--- src/logic/dct_fixed_pkg.sv ---
//--------------------------------------------------------------------
// fixed point types and constants for the 8-point Loeffler DCT
// samples and results are signed 7Q8 and rotation constants are 1Q8.
// a raw product is scaled back to 7Q8 by taking its middle slice
//--------------------------------------------------------------------
package dct_fixed_pkg;

    localparam int SAMPLE_W = 16;
    localparam int FRAC_W   = 8;               // fraction bits of samples and constants
    localparam int COEFF_W  = 9;
    localparam int PROD_W   = 32;
    localparam int POINTS   = 8;
    localparam int IDX_W    = $clog2(POINTS);  // sample / result index

    typedef logic signed [SAMPLE_W-1:0] sample_t;   // 7Q8
    typedef logic        [COEFF_W-1:0]  coeff_t;    // unsigned 1Q8
    typedef logic signed [PROD_W-1:0]   product_t;  // raw product before rescaling

    // odd part rotation by 3pi/16
    localparam coeff_t C3_COS = 9'd213;
    localparam coeff_t C3_SIN = 9'd142;

    // odd part rotation by pi/16
    localparam coeff_t C1_COS = 9'd251;
    localparam coeff_t C1_SIN = 9'd50;

    // even part rotation, scaled by sqrt2
    localparam coeff_t R2C6_COS = 9'd139;
    localparam coeff_t R2C6_SIN = 9'd334;

    localparam coeff_t SQRT2   = 9'd362;
    localparam coeff_t SQRT2_Q = 9'd91;    // sqrt2 / 4 for the dc and nyquist terms

endpackage

--- src/logic/dct_ucode_pkg.sv ---
//--------------------------------------------------------------------
// microcode definitions for the DCT sequencer
// one control word per step drives the operand path, the multiplier
// coefficient and the write port
//--------------------------------------------------------------------
package dct_ucode_pkg;

    localparam int SPAD_DEPTH = 32;
    localparam int SPAD_AW    = $clog2(SPAD_DEPTH);
    localparam int PC_W       = 6;
    localparam int UCODE_LEN  = 51;    // steps 0 to 50, the last one settles

    typedef enum logic {SRC_FETCH, SRC_SPAD} read_src_e;
    typedef enum logic {OP_MEM, OP_MUL} op_src_e;
    typedef enum logic {DEST_SPAD, DEST_OUT} write_dest_e;
    typedef enum logic {WSRC_ADDER, WSRC_MUL} write_src_e;

    typedef enum logic [2:0] {
        COEF_C3_COS,
        COEF_C3_SIN,
        COEF_C1_COS,
        COEF_C1_SIN,
        COEF_R2C6_COS,
        COEF_R2C6_SIN,
        COEF_SQRT2,
        COEF_SQRT2_Q
    } coeff_sel_e;

    typedef struct packed {
        logic [SPAD_AW-1:0] read_addr;   // input buffer or scratchpad
        read_src_e          read_src;
        logic               latch_op1;
        op_src_e            op1_src;
        logic               negate_op1;
        op_src_e            op2_src;
        logic               negate_op2;
        coeff_sel_e         coeff_sel;   // pairs with the word on the operand bus
        logic [SPAD_AW-1:0] write_addr;  // low bits give the result index
        write_dest_e        write_dest;
        logic               write_en;
        write_src_e         write_src;
    } ucode_t;

endpackage

--- src/logic/dct_scratchpad.sv ---
`timescale 1ns/1ns
//--------------------------------------------------------------------
// scratchpad for DCT intermediates
// 32 words with one write port and a registered read port, the data
// for a read address appears one clock later
//--------------------------------------------------------------------
module dct_scratchpad (
    input  logic                   clock,
    input  logic [4:0]             read_addr,
    output dct_fixed_pkg::sample_t read_data,
    input  logic                   write_en,
    input  logic [4:0]             write_addr,
    input  dct_fixed_pkg::sample_t write_data
);
    import dct_fixed_pkg::*;

    sample_t mem [0:31];

    // a read of the address being written returns the old word
    always_ff @(posedge clock) begin
        if (write_en) begin
            mem[write_addr] <= write_data;
        end
        read_data <= mem[read_addr];
    end

    // the program keeps three rows of eight words, 0 to 23
    write_in_range: assert property (@(posedge clock)
        write_en |-> (write_addr < 5'(3 * POINTS)));

endmodule

--- src/logic/dct_multiplier.sv ---
`timescale 1ns/1ns
//--------------------------------------------------------------------
// two stage constant multiplier of the DCT engine
// operand and coefficient are registered, then the signed product,
// and the 7Q8 slice of it comes out two clocks after the inputs
//--------------------------------------------------------------------
module dct_multiplier (
    input  logic                      clock,
    input  logic                      nreset,
    input  dct_fixed_pkg::sample_t    operand,
    input  dct_ucode_pkg::coeff_sel_e coeff_sel,
    output dct_fixed_pkg::sample_t    product
);
    import dct_fixed_pkg::*;
    import dct_ucode_pkg::*;

    coeff_t   coeff;
    sample_t  op_q;
    coeff_t   coeff_q;
    product_t prod_q;

    always_comb begin
        unique case (coeff_sel)
            COEF_C3_COS:   coeff = C3_COS;
            COEF_C3_SIN:   coeff = C3_SIN;
            COEF_C1_COS:   coeff = C1_COS;
            COEF_C1_SIN:   coeff = C1_SIN;
            COEF_R2C6_COS: coeff = R2C6_COS;
            COEF_R2C6_SIN: coeff = R2C6_SIN;
            COEF_SQRT2:    coeff = SQRT2;
            COEF_SQRT2_Q:  coeff = SQRT2_Q;
        endcase
    end

    // new pair every clock, two in flight
    always_ff @(posedge clock) begin
        if (nreset) begin
            op_q    <= '0;
            coeff_q <= '0;
            prod_q  <= '0;
        end else begin
            op_q    <= operand;
            coeff_q <= coeff;
            prod_q  <= product_t'(op_q) * product_t'(coeff_q);  // coefficient zero extended
        end
    end

    assign product = prod_q[SAMPLE_W+FRAC_W-1:FRAC_W];  // back to 7Q8

endmodule

--- src/logic/dct_sequencer.sv ---
`timescale 1ns/1ns
//--------------------------------------------------------------------
// microcode sequencer of the DCT engine
// a saturating program counter steps the table once per clock and
// finished stays high from the last step until the next reset
//--------------------------------------------------------------------
module dct_sequencer (
    input  logic                  clock,
    input  logic                  nreset,
    output dct_ucode_pkg::ucode_t ctrl,
    output logic                  finished
);
    import dct_fixed_pkg::*;
    import dct_ucode_pkg::*;

    logic [PC_W-1:0] pc;

    // plain read, nothing else happens
    function automatic ucode_t rd(read_src_e src, logic [SPAD_AW-1:0] addr);
        ucode_t w;
        w = '0;
        w.read_src  = src;
        w.read_addr = addr;
        return w;
    endfunction

    // read plus the coefficient for the word now on the bus
    function automatic ucode_t rdm(read_src_e src, logic [SPAD_AW-1:0] addr, coeff_sel_e c);
        ucode_t w;
        w = rd(src, addr);
        w.coeff_sel = c;
        return w;
    endfunction

    function automatic ucode_t lat(ucode_t w, op_src_e src);
        w.latch_op1 = 1'b1;
        w.op1_src   = src;
        return w;
    endfunction

    function automatic ucode_t wr(ucode_t w, write_dest_e dest, logic [SPAD_AW-1:0] addr,
                                  op_src_e op2, logic neg1, logic neg2);
        w.write_en   = 1'b1;
        w.write_src  = WSRC_ADDER;
        w.write_dest = dest;
        w.write_addr = addr;
        w.op2_src    = op2;
        w.negate_op1 = neg1;
        w.negate_op2 = neg2;
        return w;
    endfunction

    function automatic ucode_t wsp(ucode_t w, logic [SPAD_AW-1:0] addr, op_src_e op2,
                                   logic neg1, logic neg2);
        return wr(w, DEST_SPAD, addr, op2, neg1, neg2);
    endfunction

    function automatic ucode_t wout(ucode_t w, logic [IDX_W-1:0] idx, op_src_e op2,
                                    logic neg1, logic neg2);
        return wr(w, DEST_OUT, SPAD_AW'(idx), op2, neg1, neg2);
    endfunction

    // product goes to the result port untouched
    function automatic ucode_t wmul(ucode_t w, logic [IDX_W-1:0] idx);
        w.write_en   = 1'b1;
        w.write_src  = WSRC_MUL;
        w.write_dest = DEST_OUT;
        w.write_addr = SPAD_AW'(idx);
        return w;
    endfunction

    always_ff @(posedge clock) begin
        if (nreset) begin
            pc <= '0;
        end else if (pc != PC_W'(UCODE_LEN)) begin
            pc <= pc + 1'b1;
        end
    end

    assign finished = (pc == PC_W'(UCODE_LEN - 1)) || (pc == PC_W'(UCODE_LEN));

    // data read in step n is on the bus in step n+1, products land two steps after that
    always_comb begin
        case (pc)
            // stage 1, the second input of each pair is read twice
            0:  ctrl = rd(SRC_FETCH, 5'd0);
            1:  ctrl = lat(rd(SRC_FETCH, 5'd7), OP_MEM);
            2:  ctrl = wsp(rd(SRC_FETCH, 5'd7), 5'd0, OP_MEM, 1'b0, 1'b0);   // s0
            3:  ctrl = wsp(rd(SRC_FETCH, 5'd1), 5'd7, OP_MEM, 1'b0, 1'b1);   // s7
            4:  ctrl = lat(rd(SRC_FETCH, 5'd6), OP_MEM);
            5:  ctrl = wsp(rd(SRC_FETCH, 5'd6), 5'd1, OP_MEM, 1'b0, 1'b0);
            6:  ctrl = wsp(rd(SRC_FETCH, 5'd2), 5'd6, OP_MEM, 1'b0, 1'b1);
            7:  ctrl = lat(rd(SRC_FETCH, 5'd5), OP_MEM);
            8:  ctrl = wsp(rd(SRC_FETCH, 5'd5), 5'd2, OP_MEM, 1'b0, 1'b0);
            9:  ctrl = wsp(rd(SRC_FETCH, 5'd3), 5'd5, OP_MEM, 1'b0, 1'b1);
            10: ctrl = lat(rd(SRC_FETCH, 5'd4), OP_MEM);
            11: ctrl = wsp(rd(SRC_FETCH, 5'd4), 5'd3, OP_MEM, 1'b0, 1'b0);
            12: ctrl = wsp(rd(SRC_SPAD, 5'd0), 5'd4, OP_MEM, 1'b0, 1'b1);
            // even butterflies into 8..11
            13: ctrl = lat(rd(SRC_SPAD, 5'd3), OP_MEM);
            14: ctrl = wsp(rd(SRC_SPAD, 5'd3), 5'd8, OP_MEM, 1'b0, 1'b0);   // e0
            15: ctrl = wsp(rd(SRC_SPAD, 5'd1), 5'd11, OP_MEM, 1'b0, 1'b1);  // e3
            16: ctrl = lat(rd(SRC_SPAD, 5'd2), OP_MEM);
            17: ctrl = wsp(rd(SRC_SPAD, 5'd2), 5'd9, OP_MEM, 1'b0, 1'b0);   // e1
            18: ctrl = wsp(rd(SRC_SPAD, 5'd4), 5'd10, OP_MEM, 1'b0, 1'b1);  // e2
            // multiplier stream, rotations a d b c into 12 15 13 14
            19: ctrl = rdm(SRC_SPAD, 5'd7, COEF_C3_COS);
            20: ctrl = rdm(SRC_SPAD, 5'd4, COEF_C3_SIN);
            21: ctrl = lat(rdm(SRC_SPAD, 5'd7, COEF_C3_SIN), OP_MUL);
            22: ctrl = wsp(rdm(SRC_SPAD, 5'd5, COEF_C3_COS), 5'd12, OP_MUL, 1'b0, 1'b0);
            23: ctrl = lat(rdm(SRC_SPAD, 5'd6, COEF_C1_COS), OP_MUL);
            24: ctrl = wsp(rdm(SRC_SPAD, 5'd5, COEF_C1_SIN), 5'd15, OP_MUL, 1'b1, 1'b0);
            25: ctrl = lat(rdm(SRC_SPAD, 5'd6, COEF_C1_SIN), OP_MUL);
            26: ctrl = wsp(rdm(SRC_SPAD, 5'd8, COEF_C1_COS), 5'd13, OP_MUL, 1'b0, 1'b0);
            // even outputs 0 4 2 6 straight from product pairs
            27: ctrl = lat(rdm(SRC_SPAD, 5'd9, COEF_SQRT2_Q), OP_MUL);
            28: ctrl = wsp(rdm(SRC_SPAD, 5'd8, COEF_SQRT2_Q), 5'd14, OP_MUL, 1'b1, 1'b0);
            29: ctrl = lat(rdm(SRC_SPAD, 5'd9, COEF_SQRT2_Q), OP_MUL);
            30: ctrl = wout(rdm(SRC_SPAD, 5'd10, COEF_SQRT2_Q), 3'd0, OP_MUL, 1'b0, 1'b0);
            31: ctrl = lat(rdm(SRC_SPAD, 5'd11, COEF_R2C6_COS), OP_MUL);
            32: ctrl = wout(rdm(SRC_SPAD, 5'd10, COEF_R2C6_SIN), 3'd4, OP_MUL, 1'b0, 1'b1);
            33: ctrl = lat(rdm(SRC_SPAD, 5'd11, COEF_R2C6_SIN), OP_MUL);
            34: ctrl = wout(rdm(SRC_FETCH, 5'd0, COEF_R2C6_COS), 3'd2, OP_MUL, 1'b0, 1'b0);
            35: ctrl = lat(rd(SRC_FETCH, 5'd0), OP_MUL);
            36: ctrl = wout(rd(SRC_SPAD, 5'd12), 3'd6, OP_MUL, 1'b1, 1'b0);
            // odd butterflies f0 f2 f3 f1 into 20..23
            37: ctrl = lat(rd(SRC_SPAD, 5'd14), OP_MEM);
            38: ctrl = wsp(rd(SRC_SPAD, 5'd14), 5'd20, OP_MEM, 1'b0, 1'b0);
            39: ctrl = wsp(rd(SRC_SPAD, 5'd13), 5'd22, OP_MEM, 1'b0, 1'b1);
            40: ctrl = lat(rd(SRC_SPAD, 5'd15), OP_MEM);
            41: ctrl = wsp(rd(SRC_SPAD, 5'd15), 5'd23, OP_MEM, 1'b0, 1'b0);
            42: ctrl = wsp(rd(SRC_SPAD, 5'd20), 5'd21, OP_MEM, 1'b1, 1'b0);
            43: ctrl = lat(rd(SRC_SPAD, 5'd23), OP_MEM);
            44: ctrl = wout(rd(SRC_SPAD, 5'd23), 3'd1, OP_MEM, 1'b0, 1'b0);
            45: ctrl = wout(rd(SRC_SPAD, 5'd21), 3'd7, OP_MEM, 1'b1, 1'b0);
            46: ctrl = rdm(SRC_SPAD, 5'd22, COEF_SQRT2);   // f1 on the bus
            47: ctrl = rdm(SRC_FETCH, 5'd0, COEF_SQRT2);   // f2 on the bus
            48: ctrl = wmul(rd(SRC_FETCH, 5'd0), 3'd3);
            49: ctrl = wmul(rd(SRC_FETCH, 5'd0), 3'd5);
            default: ctrl = '0;                           // step 50 and beyond stay idle
        endcase
    end

    pc_in_range: assert property (@(posedge clock) disable iff (nreset)
        pc <= PC_W'(UCODE_LEN));

    // once the program ends only a reset brings finished down
    finished_held: assert property (@(posedge clock) disable iff (nreset)
        $fell(finished) |-> $past(nreset));

endmodule

--- src/logic/dct_datapath.sv ---
`timescale 1ns/1ns
//--------------------------------------------------------------------
// operand path of the DCT engine
// picks the operand bus, holds the operand latch and forms
// +-latch +-operand2, then routes the result to the scratchpad or
// out as a result strobe
//--------------------------------------------------------------------
module dct_datapath (
    input  logic                            clock,
    input  logic                            nreset,
    input  dct_ucode_pkg::ucode_t           ctrl,
    input  dct_fixed_pkg::sample_t          src_data,
    input  dct_fixed_pkg::sample_t          spad_data,
    input  dct_fixed_pkg::sample_t          mul_product,
    output dct_fixed_pkg::sample_t          operand_bus,
    output logic                            spad_wren,
    output dct_fixed_pkg::sample_t          spad_wdata,
    output logic                            result_wren,
    output logic [dct_fixed_pkg::IDX_W-1:0] result_addr,
    output dct_fixed_pkg::sample_t          result_data
);
    import dct_fixed_pkg::*;
    import dct_ucode_pkg::*;

    read_src_e bus_src;   // source of the read issued last step
    sample_t   op_latch;
    sample_t   op2;
    sample_t   lhs;
    sample_t   rhs;
    sample_t   wdata;

    always_ff @(posedge clock) begin
        if (nreset) begin
            bus_src  <= SRC_FETCH;
            op_latch <= '0;
        end else begin
            bus_src <= ctrl.read_src;
            if (ctrl.latch_op1) begin
                op_latch <= (ctrl.op1_src == OP_MUL) ? mul_product : operand_bus;
            end
        end
    end

    // both memories answer one clock after the address
    assign operand_bus = (bus_src == SRC_SPAD) ? spad_data : src_data;

    assign op2 = (ctrl.op2_src == OP_MUL) ? mul_product : operand_bus;

    // sums wrap to 16 bits
    assign lhs   = ctrl.negate_op1 ? sample_t'(-op_latch) : op_latch;
    assign rhs   = ctrl.negate_op2 ? sample_t'(-op2) : op2;
    assign wdata = (ctrl.write_src == WSRC_MUL) ? mul_product : sample_t'(lhs + rhs);

    assign spad_wren   = ctrl.write_en && (ctrl.write_dest == DEST_SPAD);
    assign spad_wdata  = wdata;
    assign result_wren = ctrl.write_en && (ctrl.write_dest == DEST_OUT);
    assign result_addr = ctrl.write_addr[IDX_W-1:0];
    assign result_data = wdata;   // only meaningful with result_wren

    // every enabled write carries a defined value
    write_data_known: assert property (@(posedge clock) disable iff (nreset)
        ctrl.write_en |-> !$isunknown(wdata));

endmodule

--- src/logic/loeffler_dct8.sv ---
`timescale 1ns/1ns
//--------------------------------------------------------------------
// 8-point Loeffler DCT engine, top level
// reads eight 7Q8 samples from an external buffer with one clock of
// latency and strobes out eight results with their index. finished
// rises at the end of the program and a new transform needs a reset
//--------------------------------------------------------------------
module loeffler_dct8 (
    input  logic                            clock,
    input  logic                            nreset,
    output logic [dct_fixed_pkg::IDX_W-1:0] fetch_addr,
    input  dct_fixed_pkg::sample_t          src_data,
    output logic                            result_wren,
    output logic [dct_fixed_pkg::IDX_W-1:0] result_addr,
    output dct_fixed_pkg::sample_t          result_data,
    output logic                            finished
);
    import dct_fixed_pkg::*;
    import dct_ucode_pkg::*;

    ucode_t  ctrl;
    sample_t operand_bus;
    sample_t mul_product;
    sample_t spad_rdata;
    sample_t spad_wdata;
    logic    spad_wren;

    assign fetch_addr = ctrl.read_addr[IDX_W-1:0];

    dct_sequencer seq0 (
        .clock    (clock),
        .nreset   (nreset),
        .ctrl     (ctrl),
        .finished (finished)
    );

    dct_datapath dp0 (
        .clock       (clock),
        .nreset      (nreset),
        .ctrl        (ctrl),
        .src_data    (src_data),
        .spad_data   (spad_rdata),
        .mul_product (mul_product),
        .operand_bus (operand_bus),
        .spad_wren   (spad_wren),
        .spad_wdata  (spad_wdata),
        .result_wren (result_wren),
        .result_addr (result_addr),
        .result_data (result_data)
    );

    dct_multiplier mul0 (
        .clock     (clock),
        .nreset    (nreset),
        .operand   (operand_bus),
        .coeff_sel (ctrl.coeff_sel),
        .product   (mul_product)
    );

    dct_scratchpad spad0 (
        .clock      (clock),
        .read_addr  (ctrl.read_addr),
        .read_data  (spad_rdata),
        .write_en   (spad_wren),
        .write_addr (ctrl.write_addr),
        .write_data (spad_wdata)
    );

endmodule

--- config.mk ---
export PLATFORM = sky130hd
export DESIGN_NAME = loeffler_dct8
export DESIGN_NICKNAME = d
export VERILOG_FILES = /design/src/logic/dct_fixed_pkg.sv /design/src/logic/dct_ucode_pkg.sv /design/src/logic/dct_scratchpad.sv /design/src/logic/dct_multiplier.sv /design/src/logic/dct_sequencer.sv /design/src/logic/dct_datapath.sv /design/src/logic/loeffler_dct8.sv
export SDC_FILE = /design/constraint.sdc
export NUM_CORES = 1
export LEC_CHECK = 0
export BUFFER_PORTS_ARGS = -buffer_cell sky130_fd_sc_hd__buf_2
export CAP_MARGIN = 20
export CORE_UTILIZATION = 55
export CTS_CLUSTER_SIZE = 28
export DETAILED_ROUTE_END_ITERATION = 7
export GPL_ROUTABILITY_DRIVEN = 0
export HOLD_SLACK_MARGIN = 0.12
export PLACE_DENSITY_LB_ADDON = 0.05
export RECOVER_POWER = 100
export SLEW_MARGIN = 10
export SYNTH_ARGS = -nofsm -noshare
export SYNTH_HDL_FRONTEND = slang
export SYNTH_SLANG_ARGS = --single-unit
--- constraint.sdc ---
create_clock -name clock -period 8 [get_ports clock]
set_input_delay 1.6 -clock clock [delete_from_list [all_inputs] [get_ports clock]]
set_output_delay 1.6 -clock clock [all_outputs]
set_load 0.05 [all_outputs]
==> results.json <==
{
  "ys_ff_latch": 614,
  "async_flop_share_pct": 0,
  "route.detailed.drc": 0,
  "dieArea_sq_mm": 0.0558,
  "crit_path_max_fanout": 11,
  "start_util_pct": 55.8,
  "grt_setup_unrepaired": "false",
  "multi_input_area_sq_mm": 0.0117,
  "hold_path.class": "flop to flop",
  "route.met3.wl_um": 4520,
  "fin_area_sq_mm": 0.0332,
  "clk_latency_ns": 0.62,
  "synth.most_common_cell": "edfxtp_1",
  "dr_wl_met2_um": 34600,
  "grt_start_max_net_pins": 69,
  "violations": "max-capacitance violations, max-slew violations",
  "yosysWarnings": 0,
  "synthTopCellsByArea": "edfxtp_1 (51%), mux4_2 (12%), fa_1 (7.6%)",
  "postCtsHoldBufs": 0,
  "drive_above_1_share_pct": 15.5,
  "cts_buffers": 60,
  "drt-total-wl_um": 71100,
  "rows": 85,
  "fmax_mhz": 138,
  "track_usage_pct": 26.5,
  "seq_area_sq_mm": 0.0174,
  "hpwl_um": 46500,
  "dieHeight_um": 236,
  "status": "finished, violations left",
  "ctsHtreeMaxLevel": 2,
  "synthTopCellsByCount": "edfxtp_1 (512), nand2_1 (163), inv_1 (161), mux4_2 (160), nor2_1 (123)",
  "grt_pass1_vias": 17600,
  "grt_first_pass_wirelength_um": 110000,
  "postCtsSetupBuffers": 0,
  "leakagePower_nw": 11.9,
  "path_clk_slew_ns": 0.06,
  "max-cap-violations": 12,
  "endpoint_kind": "output pin",
  "synth_nets": 2274,
  "syn_to_final_growth_pct": 9.95,
  "period_share_pct": 90.8,
  "io_buffers": 41,
  "grt_overflow": 0,
  "drtAntennaViolNets": 0,
  "core_sq_mm": 0.0540,
  "viasPerCell": 6.02,
  "peakVddDrop_mv": 0.216,
  "synth_cell_types": 62,
  "powerDensity_mw_per_mm2": 250,
  "synth_area_sq_mm": 0.0302,
  "cp.arrival_ns": 5.67,
  "clockBufferDepth": 3,
  "m1WireLength_um": 30200,
  "cts_tree": "done",
  "ios": 42,
  "critPathKind": "input port to output pin",
  "routed.top_layer": "met4",
  "final_net_count": 2322,
  "period_needed_ns": 7.27,
  "place_area_sq_mm": 0.0314,
  "nFillCells": 4089,
  "synth_top_area_share_pct": 51.0,
  "synth_top_cell_by_area": "edfxtp_1",
  "holdWs_ns": 0.541,
  "syn_inst": 2061,
  "clock_skew_ns": 0.0191,
  "synth_edf_count": 512,
  "antenna_found_initial": 2,
  "cp.required_ns": 6.40,
  "report.final.slew_viol_count": 390,
  "setup_tns_ns": 0,
  "syn_area_per_cell_sq_um": 14.6,
  "hold_viol_final": 0,
  "worst_pin_slew_ns": 3.73,
  "post_cts_resized": 0,
  "max-slew-margin-rel_pct": -149,
  "synth_ff_type": "edfxtp_1",
  "cts-root-buf": "clkbuf_16",
  "numClockSinks": 614,
  "dr_total_vias": 17200,
  "finalSetupViolations": 0,
  "synth_sequential_area_ratio_pct": 57.8,
  "critPathLaunchType": "input port",
  "wl_per_cell_um": 24.9,
  "drt-pass1-iter-count": 5,
  "drtIter0Drc": 1861,
  "die_x_um": 236
}
registers in the layout, summed over array words and instances (netlist names):
register / count
dp0.bus_src: 1
seq0.ctrl: 22
spad0.mem: 512
mul0.prod_q: 16
seq0.pc: 6
mul0.coeff_q: 9
dp0.op_latch: 16
mul0.op_q: 16
spad0.read_data: 16
kinds of logic after synthesis:
group,after synthesis,share of synthesized area (%)
flops,614,57.8
fa+ha+maj,195,11.0
simple gates,463,7.22
xor+xnor,71,2.06
mux,216,13.9
compound gates,228,4.61
buf+inv,274,3.49
where the power goes:
part	internal, mW	switching, mW
Sequential	3.78	0.105
Clock	1.76	1.19
Combinational	0.549	0.916
Total	6.08	2.21
worst max-delay path, cell delays in order:
cell	delay, ns
buf_2	0.10
mux2i_1	0.22
nand2_1	0.09
o21ai_0	0.15
ha_1	0.24
nand2_1	0.12
o21ai_0	0.23
xor2_1	0.11
ha_1	0.24
or4_1	0.52
o21ai_1	0.26
or3_1	0.19
nand2_1	0.05
nor2_1	0.11
xor2_1	0.07
o21ai_0	0.88
clkbuf_2	0.46
cell usage in the layout (no fill, tap or decap), types with 5 or more instances in the layout:
cell        instances
dfxtp_1            99
buf_4               7
a21o_1             16
xnor2_1            46
nand2_1           163
nor2_2             16
nand3b_1            5
nor3_1             23
nand3_1            20
o22ai_1            11
clkbuf_1           74
xor2_1             25
o31ai_1             7
bufinv_16           9
a31oi_1             5
ha_1               80
inv_1             161
o21a_1              6
nor2b_1            14
clkinv_2           11
clkbuf_16          61
mux2_1              8
mux4_2            160
o211ai_1            8
buf_2              20
clkinvlp_4          5
mux2_2             13
nand2b_1            9
clkbuf_8            8
a21oi_1            72
a211oi_1            5
edfxtp_1          512
nor2_1            107
clkinv_1            8
fa_1              115
or3_1               8
o21ai_0            61
and2_1             70
mux2i_1            35
worst paths after layout:
kind,depth (start not counted),start,slack [ns],endpoint
max reg2reg,4,seq0.ctrl[17]$_DFF_P_,1.86,spad0.read_data[0]$_DFF_P_
min reg2reg,2,dp0.op_latch[13]$_SDFFE_PP0P_,0.54,dp0.op_latch[13]$_SDFFE_PP0P_
min,2,dp0.op_latch[13]$_SDFFE_PP0P_,0.54,dp0.op_latch[13]$_SDFFE_PP0P_
max,17,src_data[1],0.73,result_data[11]
routing by layer:
| metal | vias to the layer above | track usage (%) |
|---|---|---|
| li1 | 7643 | - |
| met2 | 581 | 43.3 |
| met4 | 0 | 6.95 |
| met1 | 8864 | 37.6 |
| met3 | 98 | 4.15 |
| met5 | - | 0 |
area by class of cell:
| cell class | instances | share of cell area (%) |
|---|---|---|
| clock buffer | 76 | 5.02 |
| timing repair buffer | 96 | 1.25 |
| sequential | 614 | 52.6 |
| multi-input combinational | 1173 | 35.4 |
| clock inverter | 35 | 1.28 |
| inverter | 164 | 1.86 |
| antenna | 3 | 0.0226 |
| tap | 696 | 2.63 |
per-stage QoR:
step	util, %	setup slack, ns	cells	total power [mW]
finish	61.4	0.732	2857	8.30
global route	61.3	0.417	2854	8.62
CTS	62.1	1.05	2854	8.38
detailed placement	58.2	1.07	2743	5.43
global placement	58.0	1.20	2737	5.41
floorplan	-	0.243	2061	4.95
Power figures use the tool's default switching activity.
